===== config.mk =====
export PLATFORM = sky130hd
export DESIGN_NAME = register_access_stall
export DESIGN_NICKNAME = d
export VERILOG_FILES = /design/src/source/x86_operand_pkg.sv /design/src/source/stall_table_pkg.sv /design/src/source/operand_access_decode.sv /design/src/source/pending_write_table.sv /design/src/source/read_hazard_check.sv /design/src/source/register_access_stall.sv
export SDC_FILE = /design/constraint.sdc
export NUM_CORES = 1
export LEC_CHECK = 0
export BUFFER_PORTS_ARGS = -buffer_cell sky130_fd_sc_hd__buf_2
export CAP_MARGIN = 5
export CORE_AREA = 2 2 86 71
export DETAILED_ROUTE_END_ITERATION = 7
export DIE_AREA = 0 0 88 73
export HOLD_SLACK_MARGIN = 0.05
export PLACE_DENSITY = 0.7
export REMOVE_ABC_BUFFERS = 1
export SYNTH_ARGS = -nofsm -noshare
export SYNTH_HDL_FRONTEND = slang
export SYNTH_SLANG_ARGS = --single-unit

===== constraint.sdc =====
create_clock -name clk -period 5.6 [get_ports clk]
set_input_delay 1.12 -clock clk [delete_from_list [all_inputs] [get_ports clk]]
set_output_delay 1.12 -clock clk [all_outputs]
set_load 0.05 [all_outputs]

===== src/source/x86_operand_pkg.sv =====
`default_nettype none

package x86_operand_pkg;

    // operand kind as delivered by the decoder tables
    typedef enum logic [2:0] {
        OP_NONE        = 3'd0,
        OP_REGISTER    = 3'd1,
        OP_SEGMENT     = 3'd2,
        OP_MM_REGISTER = 3'd3,
        OP_MOD_RM      = 3'd4,
        OP_IMMEDIATE   = 3'd5,
        OP_MEMORY      = 3'd6
    } operand_type_e;

    // operand size of the current instruction
    typedef enum logic [1:0] {
        SIZE_BYTE  = 2'd0,
        SIZE_WORD  = 2'd1,
        SIZE_DWORD = 2'd2
    } reg_size_e;

    // general register number, eax .. edi
    typedef logic [2:0] reg_idx_t;

    // mod r/m byte, msb first
    // reg_op is the reg/opcode field
    typedef struct packed {
        logic [1:0] mod;
        reg_idx_t   reg_op;
        reg_idx_t   rm;
    } modrm_t;

    // scale index base byte, msb first
    typedef struct packed {
        logic [1:0] scale;
        reg_idx_t   index;
        reg_idx_t   base;
    } sib_t;

    // byte registers ah..bh (4..7) live in the upper half of eax..ebx
    function automatic reg_idx_t sized_reg_index(input reg_idx_t idx, input reg_size_e size);
        if (size == SIZE_BYTE) begin
            return {1'b0, idx[1:0]};
        end
        return idx;
    endfunction

endpackage

`default_nettype wire


===== src/source/stall_table_pkg.sv =====
`default_nettype none

package stall_table_pkg;

    // one register access, number plus valid
    typedef struct packed {
        logic                      valid;
        x86_operand_pkg::reg_idx_t num;
    } reg_access_t;

    // up to two reads per operand
    // r0 is the direct register, rm or sib base
    // r1 is only ever the sib index
    typedef struct packed {
        reg_access_t op0_r0;
        reg_access_t op0_r1;
        reg_access_t op1_r0;
        reg_access_t op1_r1;
    } operand_reads_t;

    // esp, used implicitly by push / pop / call / ret
    localparam x86_operand_pkg::reg_idx_t STACK_REG = 3'd4;

endpackage

`default_nettype wire


===== src/source/operand_access_decode.sv =====
`timescale 1ns/100ps
`default_nettype none

module operand_access_decode
    import x86_operand_pkg::*, stall_table_pkg::*;
(
    input  reg_size_e      register_size,
    input  operand_type_e  op0,
    input  reg_idx_t       op0_reg,
    input  operand_type_e  op1,
    input  reg_idx_t       op1_reg,
    input  modrm_t         mod_rm,
    input  sib_t           sib,
    output operand_reads_t reads,
    output reg_access_t    write
);

    // register picked by the mod r/m byte, shared by both operands
    reg_idx_t modrm_r0;
    // rm after byte aliasing, only meaningful for mod 11
    reg_idx_t rm_sized;
    // mod 00 rm 101 is disp32 only, no base register
    logic     disp_only;
    // sib present and carrying a real index (100 means none)
    logic     sib_index_used;

    assign rm_sized       = sized_reg_index(mod_rm.rm, register_size);
    assign disp_only      = (mod_rm.mod == 2'b00) && (mod_rm.rm == 3'b101);
    assign sib_index_used = (mod_rm.mod != 2'b11) && (mod_rm.rm == 3'b100)
                            && (sib.index != 3'b100);

    always_comb begin
        if (mod_rm.mod == 2'b11) begin
            // register direct
            modrm_r0 = rm_sized;
        end else if (mod_rm.rm != 3'b100) begin
            // memory through rm as base
            modrm_r0 = mod_rm.rm;
        end else begin
            // rm 100 escapes to the sib base
            modrm_r0 = sib.base;
        end
    end

    // first read of an operand
    function automatic reg_access_t operand_r0(
        input operand_type_e op_type,
        input reg_idx_t      op_reg,
        input reg_size_e     size,
        input reg_idx_t      rm_choice,
        input logic          no_base
    );
        reg_access_t acc;
        acc.valid = 1'b0;
        acc.num   = 3'd0;
        case (op_type)
            OP_REGISTER: begin
                acc.valid = 1'b1;
                acc.num   = sized_reg_index(op_reg, size);
            end
            // memory operands carry an address register, always 32 bit
            OP_MEMORY: begin
                acc.valid = 1'b1;
                acc.num   = op_reg;
            end
            OP_MOD_RM: begin
                acc.valid = !no_base;
                acc.num   = rm_choice;
            end
            default: begin
                acc.valid = 1'b0;
            end
        endcase
        return acc;
    endfunction

    // second read, the sib index
    function automatic reg_access_t operand_r1(
        input operand_type_e op_type,
        input logic          index_used,
        input reg_idx_t      index
    );
        reg_access_t acc;
        acc.valid = (op_type == OP_MOD_RM) && index_used;
        acc.num   = index;
        return acc;
    endfunction

    assign reads.op0_r0 = operand_r0(op0, op0_reg, register_size, modrm_r0, disp_only);
    assign reads.op0_r1 = operand_r1(op0, sib_index_used, sib.index);
    assign reads.op1_r0 = operand_r0(op1, op1_reg, register_size, modrm_r0, disp_only);
    assign reads.op1_r1 = operand_r1(op1, sib_index_used, sib.index);

    // only op0 is a destination
    // register type or mod r/m in register direct form
    always_comb begin
        write.valid = 1'b0;
        write.num   = sized_reg_index(op0_reg, register_size);
        if (op0 == OP_REGISTER) begin
            write.valid = 1'b1;
        end else if ((op0 == OP_MOD_RM) && (mod_rm.mod == 2'b11)) begin
            write.valid = 1'b1;
            write.num   = rm_sized;
        end
    end

endmodule

`default_nettype wire


===== src/source/pending_write_table.sv =====
`timescale 1ns/100ps
`default_nettype none

module pending_write_table
    import x86_operand_pkg::*, stall_table_pkg::*;
#(
    parameter int COUNT_WIDTH = 4
) (
    input  logic                   clk,
    input  logic                   reset,
    input  reg_access_t            write,
    input  reg_idx_t               wb_reg,
    input  reg_size_e              wb_size,
    input  logic                   wb_enable,
    input  logic                   next_stage_ready,
    input  logic                   is_stall,
    output logic [COUNT_WIDTH-1:0] counts [8]
);

    // instruction leaves decode this cycle
    logic     issue;
    // write-back target after byte aliasing
    reg_idx_t wb_idx;
    // per register up / down requests
    logic [7:0] inc;
    logic [7:0] dec;

    assign issue  = next_stage_ready && !is_stall;
    assign wb_idx = sized_reg_index(wb_reg, wb_size);

    always_comb begin
        for (int i = 0; i < 8; i++) begin
            // new writer in flight
            inc[i] = issue && write.valid && (write.num == reg_idx_t'(i));
            // write-back retires one writer, independent of back-pressure
            dec[i] = wb_enable && (wb_idx == reg_idx_t'(i));
        end
    end

    // one counter per general register
    // simultaneous up and down leave it unchanged
    always_ff @(posedge clk) begin
        if (reset) begin
            for (int i = 0; i < 8; i++) begin
                counts[i] <= '0;
            end
        end else begin
            for (int i = 0; i < 8; i++) begin
                if (inc[i] && !dec[i]) begin
                    counts[i] <= counts[i] + COUNT_WIDTH'(1);
                end else if (dec[i] && !inc[i]) begin
                    counts[i] <= counts[i] - COUNT_WIDTH'(1);
                end
            end
        end
    end

endmodule

`default_nettype wire


===== src/source/read_hazard_check.sv =====
`timescale 1ns/100ps
`default_nettype none

module read_hazard_check
    import stall_table_pkg::*;
#(
    parameter int COUNT_WIDTH = 4
) (
    input  operand_reads_t         reads,
    input  logic                   stack_op,
    input  logic [COUNT_WIDTH-1:0] counts [8],
    output logic                   is_stall
);

    // hit per decoded read
    logic [3:0] read_hit;
    // implicit esp use with esp still being written
    logic       stack_hit;
    // per register, writer still in flight
    logic [7:0] busy;

    always_comb begin
        for (int i = 0; i < 8; i++) begin
            busy[i] = (counts[i] != '0);
        end
    end

    // read names a register that still has a writer in flight
    function automatic logic is_pending(input reg_access_t acc, input logic [7:0] busy_regs);
        return acc.valid && busy_regs[acc.num];
    endfunction

    assign read_hit[0] = is_pending(reads.op0_r0, busy);
    assign read_hit[1] = is_pending(reads.op0_r1, busy);
    assign read_hit[2] = is_pending(reads.op1_r0, busy);
    assign read_hit[3] = is_pending(reads.op1_r1, busy);

    assign stack_hit = stack_op && busy[STACK_REG];

    // combinational in the same cycle as the instruction in decode
    assign is_stall = (|read_hit) || stack_hit;

endmodule

`default_nettype wire


===== src/source/register_access_stall.sv =====
`timescale 1ns/100ps
`default_nettype none

module register_access_stall
    import x86_operand_pkg::*, stall_table_pkg::*;
#(
    parameter int COUNT_WIDTH = 4
) (
    input  logic          clk,
    input  logic          reset,
    input  logic          stack_op,
    input  reg_size_e     register_size,
    input  operand_type_e op0,
    input  reg_idx_t      op0_reg,
    input  operand_type_e op1,
    input  reg_idx_t      op1_reg,
    input  modrm_t        mod_rm,
    input  sib_t          sib,
    input  reg_idx_t      wb_reg,
    input  reg_size_e     wb_size,
    input  logic          wb_enable,
    input  logic          next_stage_ready,
    output logic          is_stall
);

    operand_reads_t         reads;
    reg_access_t            write;
    logic [COUNT_WIDTH-1:0] counts [8];

    // which registers the instruction reads and writes
    operand_access_decode u_decode (
        .register_size (register_size),
        .op0           (op0),
        .op0_reg       (op0_reg),
        .op1           (op1),
        .op1_reg       (op1_reg),
        .mod_rm        (mod_rm),
        .sib           (sib),
        .reads         (reads),
        .write         (write)
    );

    // scoreboard, stall feeds back to block the issue
    pending_write_table #(
        .COUNT_WIDTH (COUNT_WIDTH)
    ) u_table (
        .clk              (clk),
        .reset            (reset),
        .write            (write),
        .wb_reg           (wb_reg),
        .wb_size          (wb_size),
        .wb_enable        (wb_enable),
        .next_stage_ready (next_stage_ready),
        .is_stall         (is_stall),
        .counts           (counts)
    );

    read_hazard_check #(
        .COUNT_WIDTH (COUNT_WIDTH)
    ) u_hazard (
        .reads    (reads),
        .stack_op (stack_op),
        .counts   (counts),
        .is_stall (is_stall)
    );

endmodule

`default_nettype wire


==> run_results.csv <==
group,metric,value,unit
floorplanning,die_area,0.00642,mm²
global_routing,grt_pass1_wl,9980,µm
cells_and_area,final_nets,431,
critical_path,crit_buf_inv,2,
drt,wire_per_inst,13.7,µm
yosys,synth_area_leaders,"dfxtp_1, ha_1, nor2_1, fa_1, a21oi_1",
yosys,synth.distinct_cells,52,
cts,htree_levels,2,
cells_and_area,final_cell_mix,"nor2_1, buf_2, dfxtp_1, a21oi_1, ha_1",
floorplanning,core-area,0.00566,mm²
floorplanning,die-width,88,µm
critical_path,start_kind,"input pin",
global_routing,grt_pass1_vias,2343,
cts,clockRootBuffer,"clkbuf_8",
cells_and_area,final_common_cell,"nor2_1",
placed_design,port_buffers,35,
drt,drt_iter0_markers,86,
cells_and_area,post-route-cell-area,0.00310,mm²
sta,max-slew-margin-rel,51.7,%
yosys,synth_top_area_cell,"dfxtp_1",
global_routing,grt_max_degree,33,
drt,via_count,2461,
cells_and_area,final.fill_count,540,
placed_design,dp.cells,433,
flow_run,maxCapViolations,0,
yosys,yosysWarnings,0,
sta,final.min_clock_period,4.54,ns
sta,timing.fmax,220,MHz
yosys,avgSynthCellArea,8.47,µm²
drt,wl,6050,µm
cts,clk_pin_slew,0.07,ns
critical_path,cp_max_fo,6,
floorplanning,die_h,73,µm
floorplanning,start_util,47.9,%
critical_path,crit_family,"simple AND/OR/NAND/NOR gates",
global_routing,grt_usage,19.4,%
critical_path,worstPathRequired,5.81,ns
sta,setup_viol,0,
pwr,powerDensity,213,mW/mm²
pwr,leakage,0.00132,µW
cells_and_area,layout.cells.non_filler,441,
drt,postRouteAntennaNets,0,
cells_and_area,seq_area,641,µm²
cts,cts_tree,"yes",
status,status,"finished clean",
yosys,synth_flop_cell,"dfxtp_1",
cts,cts_setup_buffers,0,
drt,remaining_drc_errors,0,
global_routing,grt.overflow.total,0,
yosys,synth_area,0.00271,mm²
cells_and_area,top_regs,"u_table.counts: 32 flops",
critical_path,slowest_delay,0.47,ns
cells_and_area,drive_above_1_share,15.8,%
worst_hold_path,hp-class,"flip-flop to flip-flop",
placed_design,dpl_cell_area,0.00298,mm²
cts,cts_buffers,5,
sta,period_share,81.0,%
cts,cts.sinks,32,
sta,timing.hold.ws,0.493,ns
floorplanning,num_rows,25,
yosys,synth_top_area_share,23.6,%
critical_path,cp_cell_sequence,"buf_2 > or3b_4 > or4_4 > a21oi_1 > a311oi_1 > o2bb2ai_2 > nand4_1 > nor4b_2 > ha_1 > inv_1 > ha_1 > a21o_1 > a21oi_1 > xnor2_1 > or3_1 > a21oi_1",
cells_and_area,largest_reg_flops,32,
cells_and_area,multi_input_area,0.00201,mm²
sta,worst_pin_slew,0.718,ns
critical_path,cp_slowest_cell,"or4_4",
placed_design,dp_slack,0.803,ns
cells_and_area,n_antenna_cell,0,
cts,clk_path_buf_depth,2,
yosys,async_flop_share,0,%
placed_design,gp_congestion,0.912,
pwr,vdd_drop_max,0.145,mV
yosys,syn_inst,320,
yosys,synth-seq-area-share,23.6,%
cts,clock_latency,0.28,ns
sta,timing.final.ws_setup,1.06,ns
sta,slew_violations,0,
critical_path,path_class,"input pin to flip-flop",
drt,dr.pass1.iters,4,
sta,worst_clock_skew,0.00318,ns
floorplanning,io_pins,41,
yosys,ys_seq_elements,32,
placed_design,hpwl,4760,µm
cells_and_area,regMostFlops,"u_table.counts",
yosys,synth_edf_count,0,
global_routing,antenna_found_initial,0,
critical_path,arrival,4.75,ns
sta,rsz0062_at_grt,"false",
critical_path,critPathCaptureType,"flip-flop",
sta,finalSetupTns,0,ns
cells_and_area,syn2layout_area_growth,14.5,%
cts,post_cts_resized,0,
sta,hold_viol,0,
critical_path,ff2ff_setup_slack,1.49,ns
cts,hold_buffers,0,
critical_path,crit_top_cell,"a21oi_1",
drt,vias_per_cell,5.58,
-- power by group --
group | internal, µW | switching (µW)
clock | 157 | 88.3
sequential | 238 | 11.9
combinational | 72.9 | 92.2
-- stage by stage --
stage / power, µW / util (%)
CTS: 666 / 54.8
finish: 661 / 54.8
global route: 693 / 54.8
global placement: 415 / 52.6
floorplan: 368 / -
detailed placement: 419 / 52.6
-- Yosys cell counts, drive strengths merged, types with 3 or more instances --
master / number
a21o: 10
a21oi: 31
clkbuf: 3
dfxtp: 32
fa: 8
ha: 24
inv: 12
mux2i: 15
nand2: 14
nand2b: 4
nand3: 12
nand4: 4
nor2: 44
nor2b: 3
nor3: 4
nor3b: 3
nor4: 14
o21ai: 15
o2bb2ai: 3
or3: 8
or4: 3
xnor2: 16
xor2: 8
-- path summary, 6_finish.rpt --
kind                                          from                  to  depth (start not counted)
worst min-delay path            u_table.counts[11]  u_table.counts[11]                          2
worst max register to register  u_table.counts[20]  u_table.counts[19]                         15
worst max-delay path                        op1[1]  u_table.counts[31]                         16
worst min register to register  u_table.counts[11]  u_table.counts[11]                          2
-- worst min-delay path, delay by kind of cell, from the launching register on --
kind,cells,cell delay (ns)
AOI/OAI and AO/OA,2,0.13
DFF,1,0.32
-- cell families (layout without fill, tap and decap cells) --
group           after synthesis  in the layout  synth area share (%)
compound gates               74             74                  18.0
xor+xnor                     24             24                  7.76
simple gates                126            126                  25.4
buf+inv                      16             56                  2.26
flops                        32             32                  23.6
fa+ha+maj                    32             32                  17.0
mux                          16             16                  5.96
-- metal layers --
| metal | share of wire (%) | global-route usage [%] |
|---|---|---|
| met5 | 0 | 0 |
| met4 | 1.1 | 5.64 |
| met3 | 4.3 | 3.39 |
| met2 | 46 | 32.8 |
| met1 | 49 | 25.3 |
-- area by class of cell --
| type | count | area share [%] |
|---|---|---|
| multi-input cells | 272 | 64.7 |
| flip-flops and latches | 32 | 20.6 |
| repair buffers | 36 | 5.88 |
| well taps | 81 | 3.26 |
| clock buffers | 7 | 3.10 |
| inverters | 12 | 1.45 |
| clock inverters | 1 | 0.967 |
Note: power is estimated with default switching activity, not from simulation.
